## config.mk

```make
export PLATFORM = sky130hd
export DESIGN_NAME = axil_access_fsm
export DESIGN_NICKNAME = d
export VERILOG_FILES = /design/src/rtl/sram_pkg.sv /design/src/rtl/axil_access_fsm.sv
export SDC_FILE = /design/constraint.sdc
export NUM_CORES = 1
export LEC_CHECK = 0
export BUFFER_PORTS_ARGS = -buffer_cell sky130_fd_sc_hd__buf_2
export CAP_MARGIN = 20
export CELL_PAD_IN_SITES_DETAIL_PLACEMENT = 1
export CELL_PAD_IN_SITES_GLOBAL_PLACEMENT = 1
export CORE_MARGIN = 5
export CORE_UTILIZATION = 34
export CTS_BUF_LIST = sky130_fd_sc_hd__clkbuf_8
export DETAILED_ROUTE_END_ITERATION = 7
export PLACE_DENSITY_LB_ADDON = 0.1
export RECOVER_POWER = 25
export SLEW_MARGIN = 15
export SYNTH_ARGS = -nofsm -noshare
export SYNTH_HDL_FRONTEND = slang
export SYNTH_SLANG_ARGS = --single-unit
```

## constraint.sdc

```tcl
create_clock -name clk -period 3.56 [get_ports clk]
set_clock_uncertainty 0.05 [all_clocks]
set_input_delay 0.712 -clock clk [delete_from_list [all_inputs] [get_ports clk]]
set_output_delay 0.712 -clock clk [all_outputs]
set_load 0.02 [all_outputs]
```

## src/rtl/sram_pkg.sv

```systemverilog
// shared geometry, address map, AXI response codes and enums for the scratchpad; import with ::*
package sram_pkg;

    // memory geometry
    localparam int mem_words       = 1024;
    localparam int data_width      = 32;
    localparam int strb_width      = data_width / 8;  // one strobe per byte lane
    localparam int word_addr_width = $clog2(mem_words);
    localparam int axil_addr_width = 13;              // covers memory plus register window

    // address map, byte addresses
    localparam logic [axil_addr_width-1:0] reg_base         = 13'h1000;
    localparam logic [axil_addr_width-1:0] reg_pattern_addr = 13'h1000;
    localparam logic [axil_addr_width-1:0] reg_base_addr    = 13'h1004;
    localparam logic [axil_addr_width-1:0] reg_len_addr     = 13'h1008;
    localparam logic [axil_addr_width-1:0] reg_ctrl_addr    = 13'h100C;  // bit 0 go / busy

    // AXI response codes
    localparam logic [1:0] resp_okay   = 2'b00;
    localparam logic [1:0] resp_slverr = 2'b10;

    typedef enum logic [2:0] {
        st_idle,
        st_write_mem,     // memory or register write happens here
        st_write_resp,
        st_read_issue,    // address presented to the SRAM
        st_read_capture,  // SRAM data valid, latched into rdata
        st_read_resp
    } axil_state_e;

    typedef enum logic [2:0] {
        sel_pattern,
        sel_base,
        sel_length,
        sel_control,
        sel_none          // unmapped, answers SLVERR
    } reg_sel_e;

endpackage

```

## src/rtl/axil_access_fsm.sv

```systemverilog
// AXI4-Lite slave FSM driving SRAM port 0 and holding the fill registers; used by axil_sram_top
`timescale 1ns/1ps

module axil_access_fsm
    import sram_pkg::*;
(
    input  logic                       clk,
    input  logic                       rst_n,
    // aw channel
    input  logic [axil_addr_width-1:0] awaddr,
    input  logic                       awvalid,
    output logic                       awready,
    // w channel
    input  logic [data_width-1:0]      wdata,
    input  logic [strb_width-1:0]      wstrb,
    input  logic                       wvalid,
    output logic                       wready,
    // b channel
    output logic [1:0]                 bresp,
    output logic                       bvalid,
    input  logic                       bready,
    // ar channel
    input  logic [axil_addr_width-1:0] araddr,
    input  logic                       arvalid,
    output logic                       arready,
    // r channel
    output logic [data_width-1:0]      rdata,
    output logic [1:0]                 rresp,
    output logic                       rvalid,
    input  logic                       rready,
    // SRAM port 0
    output logic [word_addr_width-1:0] mem_addr,
    output logic [data_width-1:0]      mem_wdata,
    output logic [strb_width-1:0]      mem_wmask,
    output logic                       mem_we,
    input  logic [data_width-1:0]      mem_rdata,
    // fill engine control
    output logic                       fill_go,
    output logic [data_width-1:0]      fill_pattern,
    output logic [word_addr_width-1:0] fill_base,
    output logic [word_addr_width:0]   fill_len,   // one extra bit so a full 1024 fits
    input  logic                       fill_busy
);

    axil_state_e                state_q;
    logic [axil_addr_width-1:0] addr_q;    // latched byte address of the current access
    logic [data_width-1:0]      wdata_q;
    logic [strb_width-1:0]      wstrb_q;
    logic [data_width-1:0]      rdata_q;
    logic [1:0]                 resp_q;
    logic                       mem_hit;
    reg_sel_e                   reg_sel;
    logic [data_width-1:0]      reg_rdata;
    logic                       ar_fire;
    logic                       reg_wr;

    // byte-lane merge used for register writes
    function automatic logic [data_width-1:0] merge_bytes(
        input logic [data_width-1:0] old_val,
        input logic [data_width-1:0] new_val,
        input logic [strb_width-1:0] strb
    );
        logic [data_width-1:0] res;
        res = old_val;
        for (int j = 0; j < strb_width; j++) begin
            if (strb[j]) begin
                res[j*8 +: 8] = new_val[j*8 +: 8];
            end
        end
        return res;
    endfunction

    // decode of the latched address
    assign mem_hit = (addr_q < reg_base);  // 0x0000..0x0FFF

    always_comb begin
        case ({addr_q[axil_addr_width-1:2], 2'b00})  // byte offset ignored
            reg_pattern_addr: reg_sel = sel_pattern;
            reg_base_addr:    reg_sel = sel_base;
            reg_len_addr:     reg_sel = sel_length;
            reg_ctrl_addr:    reg_sel = sel_control;
            default:          reg_sel = sel_none;
        endcase
    end

    // write wins over a read arriving in the same cycle
    assign awready = (state_q == st_idle) && awvalid && wvalid;
    assign wready  = awready;
    assign arready = (state_q == st_idle) && !awvalid && !wvalid;
    assign ar_fire = arready && arvalid;

    // SRAM port 0 always addressed from the latched access
    assign mem_addr  = addr_q[word_addr_width+1:2];
    assign mem_wdata = wdata_q;
    assign mem_wmask = wstrb_q;
    assign mem_we    = (state_q == st_write_mem) && mem_hit;

    assign reg_wr  = (state_q == st_write_mem) && !fill_busy;  // frozen while a fill runs
    assign fill_go = reg_wr && (reg_sel == sel_control) && wstrb_q[0] && wdata_q[0];

    // register read mux
    always_comb begin
        case (reg_sel)
            sel_pattern: reg_rdata = fill_pattern;
            sel_base:    reg_rdata = data_width'(fill_base);
            sel_length:  reg_rdata = data_width'(fill_len);
            sel_control: reg_rdata = {{(data_width-1){1'b0}}, fill_busy};
            default:     reg_rdata = '0;  // unmapped reads return zero
        endcase
    end

    always_ff @(posedge clk) begin
        if (!rst_n) begin
            state_q <= st_idle;
        end else begin
            case (state_q)
                st_idle: begin
                    if (awready) begin
                        state_q <= st_write_mem;
                    end else if (ar_fire) begin
                        state_q <= st_read_issue;
                    end
                end
                st_write_mem:    state_q <= st_write_resp;
                st_write_resp:   if (bready) state_q <= st_idle;  // stall until accepted
                st_read_issue:   state_q <= st_read_capture;
                st_read_capture: state_q <= st_read_resp;
                st_read_resp:    if (rready) state_q <= st_idle;
                default:         state_q <= st_idle;
            endcase
        end
    end

    // access payload latched on each transfer
    always_ff @(posedge clk) begin
        if (awready) begin
            addr_q  <= awaddr;
            wdata_q <= wdata;
            wstrb_q <= wstrb;
        end else if (ar_fire) begin
            addr_q <= araddr;
        end
        if (state_q == st_write_mem || state_q == st_read_capture) begin
            resp_q <= (mem_hit || reg_sel != sel_none) ? resp_okay : resp_slverr;
        end
        if (state_q == st_read_capture) begin
            rdata_q <= mem_hit ? mem_rdata : reg_rdata;  // SRAM data valid this cycle
        end
    end

    // fill registers
    always_ff @(posedge clk) begin
        if (!rst_n) begin
            fill_pattern <= '0;
            fill_base    <= '0;
            fill_len     <= '0;
        end else if (reg_wr) begin
            case (reg_sel)
                sel_pattern: fill_pattern <= merge_bytes(fill_pattern, wdata_q, wstrb_q);
                sel_base: begin
                    fill_base <= word_addr_width'(
                        merge_bytes(data_width'(fill_base), wdata_q, wstrb_q));
                end
                sel_length: begin
                    fill_len <= (word_addr_width+1)'(
                        merge_bytes(data_width'(fill_len), wdata_q, wstrb_q));
                end
                default: ;  // go is a pulse and stores nothing
            endcase
        end
    end

    assign bvalid = (state_q == st_write_resp);
    assign bresp  = resp_q;
    assign rvalid = (state_q == st_read_resp);
    assign rdata  = rdata_q;
    assign rresp  = resp_q;

    // responses hold until taken
    a_b_stable: assert property (@(posedge clk) disable iff (!rst_n)
        bvalid && !bready |=> bvalid && $stable(bresp));
    a_r_stable: assert property (@(posedge clk) disable iff (!rst_n)
        rvalid && !rready |=> rvalid && $stable(rdata) && $stable(rresp));

endmodule

```

==> results.json <==
{
  "tightest_slew_ns": 1.46,
  "vias": 4426,
  "drtIter0Drc": 205,
  "yosysMostFrequentCell": "nand2_1",
  "cts_tree": "built",
  "rows": 47,
  "syn_to_final_growth_pct": 29.0,
  "drt-wirelength-per-cell_um": 17.6,
  "cts_max_path_buffers": 2,
  "io_pins": 244,
  "synth_area_leaders": "edfxtp_1, dfxtp_1, mux2i_1",
  "critPathArrivalTime_ns": 2.28,
  "ys_async_sr_fraction_pct": 0,
  "crit_fanout": 5,
  "firstDrtPassIters": 5,
  "synth_edf_count": 80,
  "ys_seq_area_share_pct": 61.9,
  "post_cts_resized": 0,
  "grt_max_degree": 35,
  "place_inst": 910,
  "maxCapViolCount": 0,
  "drt-vias-per-instance": 4.70,
  "grt_pass1_wl_um": 26200,
  "nFillCells": 1920,
  "die_h_um": 139,
  "final_nets": 811,
  "fin_crit_sh_pct": 85.6,
  "grt_usage_pct": 17.0,
  "end_kind": "output pin",
  "setup_viol": 0,
  "rsz0062_at_grt": "no",
  "htreeDepth": 4,
  "cellLeakagePower_uw": 0.00322,
  "layout.cells.non_filler": 941,
  "post-cts-setup-buffer-count": 0,
  "cts_buffers": 17,
  "ys_warn_count": 0,
  "syn_area_um2": 5690,
  "grt_pass1_vias": 4847,
  "dp.final_hpwl_um": 12300,
  "fin_setup_tns_ns": 0,
  "peakVddDrop_v": 0.000274,
  "synth.distinct_cells": 43,
  "r2r-start": "addr_q[2]$_DFFE_PP_",
  "drive_above_1_share_pct": 39.8,
  "drc": 0,
  "cpMaxStageDelayCell": "or4b_4",
  "finalHoldViolations": 0,
  "critPathLaunchType": "register",
  "critPathKind": "register to output pin",
  "cts.sinks": 136,
  "grt.overflow.total": 0,
  "die_x_um": 139,
  "clk_latency_ns": 0.44,
  "portBuffers": 237,
  "period_minus_slack_ns": 3.05,
  "detail-route-antenna-nets": 0,
  "diodes": 0,
  "synthFlopType": "edfxtp_1",
  "grt_antenna_before_repair": 2,
  "critPathMaxStageDelay_ns": 0.62,
  "status": "finished clean",
  "synth_top_area_cell": "edfxtp_1",
  "path_cells": "or4b_4 > or3_1 > nor3_1 > buf_2",
  "cp-startpoint": "addr_q[8]$_DFFE_PP_",
  "yosys.area.top_type_share_pct": 42.2,
  "slew_violations": 0,
  "max_slew_margin_pct": 2.64,
  "cellPowerDensity_nw_per_um2": 440,
  "worstPathRequired_ns": 2.80,
  "min_path_type": "input port to register",
  "core_area_um2": 16500,
  "die_area_um2": 19400,
  "drt-total-wl_um": 16600,
  "root_buffer": "clkbuf_8",
  "netlist_top_cells_count": "nand2_1, edfxtp_1, dfxtp_1, mux2i_1, o21ai_0",
  "fmax_ghz": 0.328,
  "ys_ff_latch": 136,
  "avgSynthCellArea_um2": 11.8,
  "postCtsHoldBufs": 0,
  "worstHoldStart": "wdata[22]",
  "clk_pin_slew_ns": 0.08,
  "postSynthCellCount": 484,
  "gp_congestion": 0.749,
  "start_util_pct": 34.4
}
==> flip-flops by register name (all words and copies together) (netlist names) <==
name          cells
addr_q           11
bresp             1
fill_base        10
fill_len         11
fill_pattern     32
mem_wdata        32
mem_wmask         4
rdata            32
state_q           3
==> cell families after synthesis <==
kind of cell	synth area share [%]
flops	61.9
xor+xnor	0.154
mux	8.68
simple gates	14.0
compound gates	9.12
other cells	0.0659
buf+inv	6.07
==> power by group <==
part	switching, uW	leakage [uW]	internal (uW)
clock	604	0.000182	609
sequential	30.2	0.00119	1710
combinational	166	0.00184	106
==> cell usage in the layout (no fill, tap or decap), drive strengths merged, types with 7 or more instances in the layout <==
cell type,count
clkbuf,29
and3,22
mux2,11
edfxtp,80
o21a,16
nor2b,7
inv,24
o21ai,23
buf,237
nand2,88
dfxtp,56
a21boi,16
a21oi,12
mux2i,37
a22oi,10
==> final cells by class <==
| cell class | instances | area, um^2 | share of cell area (%) |
|---|---|---|---|
| clock buffers | 17 | 234 | 3.19 |
| clock inverters | 14 | 135 | 1.84 |
| inverters | 22 | 82.6 | 1.12 |
| multi-input cells | 283 | 1840 | 25.1 |
| flip-flops and latches | 136 | 3520 | 48.0 |
| well taps | 220 | 275 | 3.75 |
| repair buffers | 249 | 1250 | 17.1 |
==> through the flow <==
stage / power [uW] / hold slack, ns / worst slack [ns] / cell area (um^2) / utilization, %
2_1_floorplan: 1940 / 0.491 / 0.0300 / 5700 / -
3_3_place_gp: 2050 / 0.408 / 0.895 / 7000 / 42.4
3_5_place_dp: 2060 / 0.417 / 0.824 / 7000 / 42.4
4_1_cts: 3290 / 0.346 / 0.426 / 7370 / 44.6
5_1_grt: 3380 / 0.345 / 0.390 / 7340 / 44.4
6_report: 3230 / 0.389 / 0.514 / 7340 / 44.4
==> critical path: cells and delay by family, from the launching register on <==
kind                   cells  cell delay [ns]
and+or+nand+nor            3             1.25
DFF                        1             0.39
buffers and inverters      1             0.20
==> final timing paths <==
kind | endpoint | slack, ns | cells after the start
worst max register to register | fill_pattern[3]$_SDFFE_PN0P_ | 0.82 | 4
worst min register to register | fill_pattern[10]$_SDFFE_PN0P_ | 0.42 | 2
worst max-delay path | fill_go | 0.51 | 4
worst min-delay path | mem_wdata[22]$_DFFE_PP_ | 0.39 | 1
==> layer usage <==
layer | vias to the layer above | track usage [%] | wire, um
li1 | 2129 | - | -
met1 | 2127 | 19.4 | 6630
met2 | 151 | 29.6 | 8440
met3 | 15 | 7.10 | 1320
met4 | 4 | 3.81 | 131
met5 | - | 0 | 27
Note: power is estimated with default switching activity, not from simulation.
