[config.mk]
export PLATFORM = sky130hd
export DESIGN_NAME = fill_counter
export DESIGN_NICKNAME = d
export VERILOG_FILES = /design/src/rtl/sram_pkg.sv /design/src/rtl/fill_counter.sv
export SDC_FILE = /design/constraint.sdc
export NUM_CORES = 1
export LEC_CHECK = 0
export BUFFER_PORTS_ARGS = -buffer_cell sky130_fd_sc_hd__buf_2
export CAP_MARGIN = 20
export CORE_ASPECT_RATIO = 1.2
export CORE_MARGIN = 3
export CORE_UTILIZATION = 45
export CTS_BUF_LIST = sky130_fd_sc_hd__clkbuf_4
export CTS_CLUSTER_DIAMETER = 40
export DETAILED_ROUTE_END_ITERATION = 8
export GPL_TIMING_DRIVEN = 0
export PLACE_DENSITY_LB_ADDON = 0.2
export SYNTH_ARGS = -nofsm -noshare
export SYNTH_HDL_FRONTEND = slang
export SYNTH_SLANG_ARGS = --single-unit
[constraint.sdc]
create_clock -name clk -period 2.6 [get_ports clk]
set_clock_uncertainty 0.05 [all_clocks]
set_input_delay 0.26 -clock clk [delete_from_list [all_inputs] [get_ports clk]]
set_output_delay 0.26 -clock clk [all_outputs]
set_load 0.02 [all_outputs]
[src/rtl/sram_pkg.sv]
// shared geometry, address map, AXI response codes and enums for the scratchpad; import with ::*
package sram_pkg;

    // memory geometry
    localparam int mem_words       = 1024;
    localparam int data_width      = 32;
    localparam int strb_width      = data_width / 8;  // one strobe per byte lane
    localparam int word_addr_width = $clog2(mem_words);
    localparam int axil_addr_width = 13;              // covers memory plus register window

    // address map, byte addresses
    localparam logic [axil_addr_width-1:0] reg_base         = 13'h1000;
    localparam logic [axil_addr_width-1:0] reg_pattern_addr = 13'h1000;
    localparam logic [axil_addr_width-1:0] reg_base_addr    = 13'h1004;
    localparam logic [axil_addr_width-1:0] reg_len_addr     = 13'h1008;
    localparam logic [axil_addr_width-1:0] reg_ctrl_addr    = 13'h100C;  // bit 0 go / busy

    // AXI response codes
    localparam logic [1:0] resp_okay   = 2'b00;
    localparam logic [1:0] resp_slverr = 2'b10;

    typedef enum logic [2:0] {
        st_idle,
        st_write_mem,     // memory or register write happens here
        st_write_resp,
        st_read_issue,    // address presented to the SRAM
        st_read_capture,  // SRAM data valid, latched into rdata
        st_read_resp
    } axil_state_e;

    typedef enum logic [2:0] {
        sel_pattern,
        sel_base,
        sel_length,
        sel_control,
        sel_none          // unmapped, answers SLVERR
    } reg_sel_e;

endpackage

[src/rtl/fill_counter.sv]
// fill engine writing one pattern word per cycle over a wrapping word range via SRAM port 1
`timescale 1ns/1ps

module fill_counter
    import sram_pkg::*;
(
    input  logic                       clk,
    input  logic                       rst_n,
    input  logic                       go,          // one-cycle start pulse
    input  logic [data_width-1:0]      pattern,
    input  logic [word_addr_width-1:0] base,
    input  logic [word_addr_width:0]   len,         // words to write, 0 does nothing
    output logic                       busy,
    output logic [word_addr_width-1:0] fill_addr,
    output logic [data_width-1:0]      fill_wdata,
    output logic                       fill_we
);

    logic [word_addr_width-1:0] addr_q;       // next word to write
    logic [word_addr_width:0]   remaining_q;  // words still to go
    logic [data_width-1:0]      pattern_q;
    logic                       active;

    assign active = (remaining_q != '0);

    // address and length counters
    always_ff @(posedge clk) begin
        if (!rst_n) begin
            addr_q      <= '0;
            remaining_q <= '0;
        end else if (go) begin
            addr_q      <= base;
            remaining_q <= len;
        end else if (active) begin
            addr_q      <= addr_q + 1'b1;  // wraps at mem_words by width
            remaining_q <= remaining_q - 1'b1;
        end
    end

    // pattern held for the whole run
    always_ff @(posedge clk) begin
        if (go) begin
            pattern_q <= pattern;
        end
    end

    assign busy       = active;
    assign fill_we    = active;     // one word per cycle
    assign fill_addr  = addr_q;
    assign fill_wdata = pattern_q;

    // the FSM gates go on busy, a restart mid-run would corrupt the range
    a_go_idle: assert property (@(posedge clk) disable iff (!rst_n)
        go |-> !busy);

endmodule

==> metrics.md, run 1 <==
| Metric | Value |
|---|---|
| Initial standard-cell utilization of the core | `48.4%` |
| Number of storage elements in the synthesis netlist | `53` |
| Pin slew with the least headroom to its limit | `0.776 ns` |
| Critical path class | `flip-flop to primary output` |
| Antenna-violating nets left | `0` |
| Worst hold margin | `0.0758 ns` |
| Worst-case headroom to the max-slew limit | `48.3%` |
| Cell at the root of the clock tree | `clkbuf_4` |
| Seq/Total Area, Yosys | `65.0%` |
| Number of global-route vias before repair | `1775` |
| Total gr overflow | `0` |
| TritonCTS clock tree | `built` |
| Maximum fanout along the worst path | `9` |
| Weighted congestion at the end of routability-driven global placement | `0.811` |
| Post-synth net total | `232` |
| Final hold violation count | `0` |
| Met2 GRT Util | `33.0%` |
| Final number of setup-violating endpoints | `0` |
| Filler-free cell count of the finished design | `373` |
| Synth unique cells | `37` |
| Hold Path Cell Cnt | `3` |
| Outcome | `complete, no violations` |
| Vias after detailed routing | `1951` |
| Largest net degree at the start of global routing | `38` |
| Maximum achievable frequency | `398 MHz` |
| Post-route DRC | `0` |
| Drt pass-1 iters | `4` |
| Later-pin clock latency in the skew report | `0.36 ns` |
| Clock buffer count from CTS | `5` |
| Cell Area, Synth | `0.00212 sq mm` |
| Final Cycle Share | `96.7%` |
| P_leak | `1.29 nW` |
| Clock slew at the register clock pins of the worst setup and hold paths | `0.14 ns` |
| Antenna diodes | `0` |
| Count of H-tree levels built during CTS | `2` |
| Placed Instances | `329` |
| Number of slew-limit violations in the final report | `0` |
| Fraction of registers with async set/reset | `0%` |
| I/O Buffers | `99` |
| Number of primary I/O pins | `100` |
| Maximum ir drop on the vdd rail | `0.000363 V` |
| Clock period minus final worst setup slack | `2.51 ns` |
| Fraction of layout instances using a drive strength above 1 | `38.5%` |
| Wire length after detailed routing | `5640 um` |
| Vertical die dimension | `81.3 um` |
| Number of DRC markers in iteration 0 | `113` |
| NumNets Final | `374` |
| Number of sinks driven by the clock tree | `53` |
| GR met3 Demand/Resource | `5.81%` |
| Total half-perimeter wirelength after legalization and detailed placement | `3640 um` |
| Kind of path behind the tightest hold check | `primary input to flip-flop` |
| Wire length of the first global-routing pass | `8110 um` |
| Kind of capture point of the worst setup path | `primary output` |
| Number of maximum-capacitance violations | `0` |
| Gate count of the mapped netlist | `174` |
| Global routing met1 resource utilization | `23.3%` |
| Highest-utilization routing layer at the global route stage | `met2` |
| Area Growth Syn to Fin | `47.9%` |
| Bufs on Longest Clock Path | `2` |
| Synth Warn # | `0` |
| Depth of the worst register-to-register path | `10` |
| Standard cell core area | `0.00439 sq mm` |
| Die ar. | `0.00559 sq mm` |
| Synthesized area per cell | `12.2 sq um` |
| Power per unit of standard cell area | `585 mW/mm^2` |
| Number of enable flip-flop cells after synthesis | `32` |
| Data arrival at the endpoint of the critical path | `2.20 ns` |
| Std cell rows | `26` |
| Main synth FF type | `edfxtp_1` |
| Die Span X | `68.7 um` |
| Initial antenna violation count | `0` |
| Vias per Instance | `5.23` |
| Critical path required time | `2.29 ns` |
| Type of origin of the critical path | `flip-flop` |
| Average detailed-routed wire length per instance | `15.1 um` |
| GRT Util Overall | `19.3%` |
## layout by cell type, fill, tap and decap left out, drive strengths merged, types with 3 or more instances in the layout
cell,instances
a21boi,4
o21ai,19
nand2,16
or4,6
or3,7
a21oi,3
buf,106
clkbuf,12
a31oi,9
edfxtp,32
nand3,6
nor3,4
xnor2,4
dlygate4sd3,32
nor2,3
dfxtp,21
o31ai,6
inv,3
## critical path, stage by stage (launching register included)
cell and delay (ns):
dfxtp_1 0.34, inv_1 0.12, ha_4 0.16, or4b_4 0.46, buf_6 0.16, nor4_4 0.24, inv_2 0.10, buf_4 0.13
buf_2 0.14
## cell usage after synthesis (2+ instances only)
cell | count | share of area [%]
and2_1 | 2 | 0.59
clkbuf_1 | 7 | 1.2
nand2b_1 | 2 | 0.59
o21ai_0 | 19 | 4.5
or4_1 | 6 | 2.1
ha_1 | 2 | 1.2
a21boi_0 | 3 | 1.1
a21oi_1 | 3 | 0.71
dfxtp_1 | 21 | 20
o221a_2 | 2 | 1.1
nand2_1 | 16 | 2.8
nor3_1 | 4 | 0.94
o31ai_1 | 6 | 2.1
xnor2_1 | 4 | 1.6
or3_1 | 7 | 2.1
edfxtp_1 | 32 | 45
inv_1 | 2 | 0.35
buf_2 | 2 | 0.47
nor2_1 | 3 | 0.53
nand3_1 | 6 | 1.4
a31oi_1 | 9 | 2.6
## per-layer routing
metal | vias to the layer above | share of wire [%]
met2 | 99 | 51
met4 | 0 | 1.2
met5 | - | 0
met1 | 893 | 40
met3 | 8 | 8.4
li1 | 951 | -
## repair_timing
action / 4_1_cts / 5_1_grt
pin swaps: 1 / 2
hold buffers: 17 / 15
endpoints found under the setup margin: 2 / 1
setup buffers: 1 / 3
resized for setup: 0 / 8
endpoints found under the hold margin: 17 / 15
## flip-flops by register name (all words and copies together), names as in the netlist
| signal | cells |
|---|---|
| fill_wdata | 32 |
| remaining_q | 11 |
| fill_addr | 10 |
## path summary, 6_finish.rpt
kind	start	to	slack [ns]
max reg2reg	remaining_q[0]$_SDFFE_PN0P_	fill_addr[9]$_SDFFE_PN0P_	0.18
max	remaining_q[0]$_SDFFE_PN0P_	fill_we	0.09
min reg2reg	remaining_q[8]$_SDFFE_PN0P_	remaining_q[8]$_SDFFE_PN0P_	0.48
min	len[1]	remaining_q[1]$_SDFFE_PN0P_	0.08
## final cells by class
| type | instances | area, sq um |
|---|---|---|
| Timing Repair Buffer | 135 | 846 |
| Sequential cell | 53 | 1380 |
| Inverter | 4 | 15.0 |
| Fill cell | 333 | 1250 |
| Buffer | 10 | 50.0 |
| Clock buffer | 5 | 37.5 |
| Clock inverter | 3 | 41.3 |
| Tap cell | 56 | 70.1 |
| Multi-Input combinational cell | 107 | 701 |
## cell families (layout without fill, tap and decap cells)
kind of cell,after synthesis,in the layout,synth area share (%)
adders and majority gates,2,2,1.18
xor gates and xnor gates,5,5,2.06
and+or+nand+nor,50,50,13.3
buffers and inverters,14,157,2.77
DFF,53,53,65.0
AOI/OAI and AO/OA,50,50,15.7
## where the power goes
part	switching [mW]	total [mW]	internal, mW
sequential	0.0434	1.01	0.963
combinational	0.213	0.392	0.178
clock	0.242	0.441	0.199
## stage by stage
stage	worst slack (ns)	TNS [ns]	total power, mW	util [%]	instance area [sq um]
2_1_floorplan	0.372	0	1.22	-	2120
3_3_place_gp	0.152	0	1.35	61.3	2690
3_5_place_dp	0.165	0	1.35	61.3	2690
4_1_cts	0.0439	0	1.82	67.1	2950
5_1_grt	-0.00719	-0.00719	1.94	71.6	3140
6_report	0.0857	0	1.84	71.6	3140
Note: power is estimated with default switching activity, not from simulation.
==> run 2: changes to the inputs <==
Settings changed: CORE_UTILIZATION 45 to 31, RECOVER_POWER from default to 100.
==> run 2 against run 1 <==
Against the previous run: non-clock buffer count is 3 higher; global-route usage is 4.4 points lower; clock power decreased by 17%; final cell count increased by 8.6%; via count down 0.31%; worst setup slack gained 0.019 ns; largest cell class unchanged.
==> metrics.md, run 2 (synthesis results as in run 1) <==
| Metric | Value |
|---|---|
| Critical path class | `flip-flop to primary output` |
| Number of maximum-capacitance violations | `0 (unchanged)` |
| Total gr overflow | `0 (unchanged)` |
| Hold Path Cell Cnt | `3 (unchanged)` |
| Type of origin of the critical path | `flip-flop` |
| Filler-free cell count of the finished design | `405 (+8.6%)` |
| Drt pass-1 iters | `4 (unchanged)` |
| Initial antenna violation count | `0 (unchanged)` |
| Clock period minus final worst setup slack | `2.50 ns (-0.0191 ns)` |
| R2r startpoint | `remaining_q[1]$_SDFFE_PN0P_` |
| Critical Path, Cell by Cell | `inv_2 > ha_4 > or4b_4 > buf_6 > nor4_4 > inv_2 > buf_4 > buf_2` |
| Final Cycle Share | `96.0% (-0.74 points)` |
| Post-route DRC | `0 (unchanged)` |
| Number of slew-limit violations in the final report | `0 (unchanged)` |
| Worst-case headroom to the max-slew limit | `48.7% (+0.42 points)` |
| I/O Buffers | `99 (unchanged)` |
| Largest net degree at the start of global routing | `38 (unchanged)` |
| Final number of setup-violating endpoints | `0 (unchanged)` |
| Clock slew at the register clock pins of the worst setup and hold paths | `0.15 ns (about the same)` |
| Die Span X | `81.6 um (+19%)` |
| Worst r2r dst | `remaining_q[2]$_SDFFE_PN0P_` |
| Fraction of layout instances using a drive strength above 1 | `26.9% (-12 points)` |
| Max layer used | `met4` |
| Clock buffer count from CTS | `5 (unchanged)` |
| Outcome | `complete, no violations` |
| Kind of path behind the tightest hold check | `primary input to flip-flop` |
| Kind of capture point of the worst setup path | `primary output` |
| Length of routed met3 wiring | `459 um (-3.0%)` |
| Vertical die dimension | `96.7 um (+19%)` |
| Weighted congestion at the end of routability-driven global placement | `0.788 (-2.9%)` |
| Number of flip-flops under the largest register name | `32 (unchanged)` |
| Number of sinks driven by the clock tree | `53 (unchanged)` |
| Data arrival at the endpoint of the critical path | `2.19 ns (about the same)` |
| GRT Util Overall | `14.8% (-4.4 points)` |
| Worst R2R Setup Slack | `0.24 ns (+0.06 ns)` |
| Die ar. | `0.00789 sq mm (+41%)` |
| Post-route cell area | `0.00313 sq mm (-0.40%)` |
| Cell at the root of the clock tree | `clkbuf_4` |
| WP depth | `8 (unchanged)` |
| Average detailed-routed wire length per instance | `14.5 um (-4.0%)` |
| Power per unit of standard cell area | `564 mW/mm^2 (-3.6%)` |
| Last element of the critical path | `fill_we` |
| Cell area reported after detailed placement | `0.00273 sq mm (+1.3%)` |
| Placed Instances | `358 (+8.8%)` |
| Critical path required time | `2.29 ns (about the same)` |
| Commonest cells after routing, fill and taps aside | `buf_2, clkbuf_1, edfxtp_1, dlygate4sd3_1` |
| Cell occurring most often along the worst timing path | `inv_2` |
| Standard cell core area | `0.00653 sq mm (+49%)` |
| Area Growth Syn to Fin | `47.3%` |
| Bufs on Longest Clock Path | `2 (unchanged)` |
| Delay contributed by the slowest stage of the critical path | `0.46 ns (about the same)` |
| Maximum achievable frequency | `401 MHz (+0.77%)` |
| Final hold violation count | `0 (unchanged)` |
| Number of global-route vias before repair | `1886 (+6.3%)` |
| Later-pin clock latency in the skew report | `0.37 ns (about the same)` |
| Maximum ir drop on the vdd rail | `0.000231 V (-36%)` |
| Std cell rows | `32 (+23%)` |
| Number of primary I/O pins | `100 (unchanged)` |
| Crit path setup slack, layout | `0.105 ns (+0.0191 ns)` |
| Wire length on met1 | `2380 um (+6.9%)` |
| Vias per Instance | `4.80 (-8.2%)` |
| Total half-perimeter wirelength after legalization and detailed placement | `3990 um (+9.8%)` |
| Fillers | `630 (+89%)` |
| Post-layout total power | `1.77 mW (-4.0%)` |
| Wire length of the first global-routing pass | `9030 um (+11%)` |
| Vias after detailed routing | `1945 (-0.31%)` |
| Met2 routed WL | `2970 um (+3.4%)` |
| Sum of buffers and inverters on the critical path | `5 (unchanged)` |
| Wire length after detailed routing | `5880 um (+4.2%)` |
| Maximum fanout along the worst path | `5 (-4)` |
| Critical Path Slowest Stage Cell | `or4b_4` |
| Initial standard-cell utilization of the core | `32.6% (-16 points)` |
| TritonCTS clock tree | `built` |
| Timing startpoint of the critical path | `remaining_q[1]$_SDFFE_PN0P_` |
| Pin slew with the least headroom to its limit | `0.770 ns (-0.00634 ns)` |
| Count of H-tree levels built during CTS | `2 (unchanged)` |
| Number of DRC markers in iteration 0 | `72 (-36%)` |
| P_leak | `1.18 nW (-9.1%)` |
| Antenna-violating nets left | `0 (unchanged)` |
| Most common cell after layout, fill and taps aside | `buf_2` |
| Antenna diodes | `0 (unchanged)` |
| Worst slack, placed | `0.122 ns (-0.0425 ns)` |
| Depth of the worst register-to-register path | `10 (unchanged)` |
| Cell class contributing the biggest share of worst-path delay | `simple AND/OR/NAND/NOR gates` |
| NumNets Final | `377 (+0.80%)` |
## run 2: cell count changes in the layout (fill, tap and decap cells not counted), sizes merged
| cell | before | now |
|---|---|---|
| buf | 106 | 67 |
| bufinv | 1 | 0 |
| clkbuf | 12 | 54 |
| inv | 3 | 4 |
## run 2: worst min path at each step
| stage | start | end | slack [ns] |
|---|---|---|---|
| 2_1_floorplan | pattern[0] | fill_wdata[0]$_DFFE_PP_ | 0.31 |
| 5_1_grt | len[0] | remaining_q[0]$_SDFFE_PN0P_ | 0.05 |
| 4_1_cts | pattern[11] | fill_wdata[11]$_DFFE_PP_ | 0.001 |
| 3_3_place_gp | pattern[26] | fill_wdata[26]$_DFFE_PP_ | 0.39 |
| 6_report | base[0] | fill_addr[0]$_SDFFE_PN0P_ | 0.07 |
| 3_5_place_dp | pattern[7] | fill_wdata[7]$_DFFE_PP_ | 0.39 |
## run 2: what timing repair did
action	in CTS	in global routing
pin swaps	1	2
endpoints found under the hold margin	26	6
hold buffers	26	6
setup buffers	3	4
endpoints found under the setup margin	2	1
resized for setup	0	10
## run 2: final cells by class
| class | instances | area (sq um) | area share [%] |
|---|---|---|---|
| plain buffers | 10 | 50.0 | 1.60 |
| clock buffers | 5 | 37.5 | 1.20 |
| clock inverters | 3 | 21.3 | 0.679 |
| inverters | 4 | 15.0 | 0.480 |
| multi-input cells | 107 | 701 | 22.4 |
| flip-flops and latches | 53 | 1380 | 44.2 |
| well taps | 85 | 106 | 3.40 |
| repair buffers | 138 | 816 | 26.1 |
## run 2: metrics by stage
step           hold WS (ns)  utilization (%)  TNS, ns
2_1_floorplan         0.309                -        0
3_3_place_gp          0.387             41.8        0
3_5_place_dp          0.389             41.8        0
4_1_cts             0.00141             47.0        0
5_1_grt              0.0450             48.0  -0.0205
6_report             0.0691             48.0        0
## run 2: where the power goes
part	total (mW)	switching [mW]	internal, mW
Combinational	0.389	0.216	0.172
Clock	0.367	0.260	0.108
Sequential	1.01	0.0458	0.964
## run 2: metal layers
layer	up-vias	GRT usage [%]
li1	955	-
met3	5	4.28
met5	-	0
met1	918	17.6
met2	67	25.5
met4	0	4.22
## run 2: tightest hold or removal path, delay by kind of cell
| family | cells | cell delay [ns] |
|---|---|---|
| and+or+nand+nor | 1 | 0.06 |
| AOI/OAI and AO/OA | 1 | 0.07 |
| buffers and inverters | 1 | 0.08 |
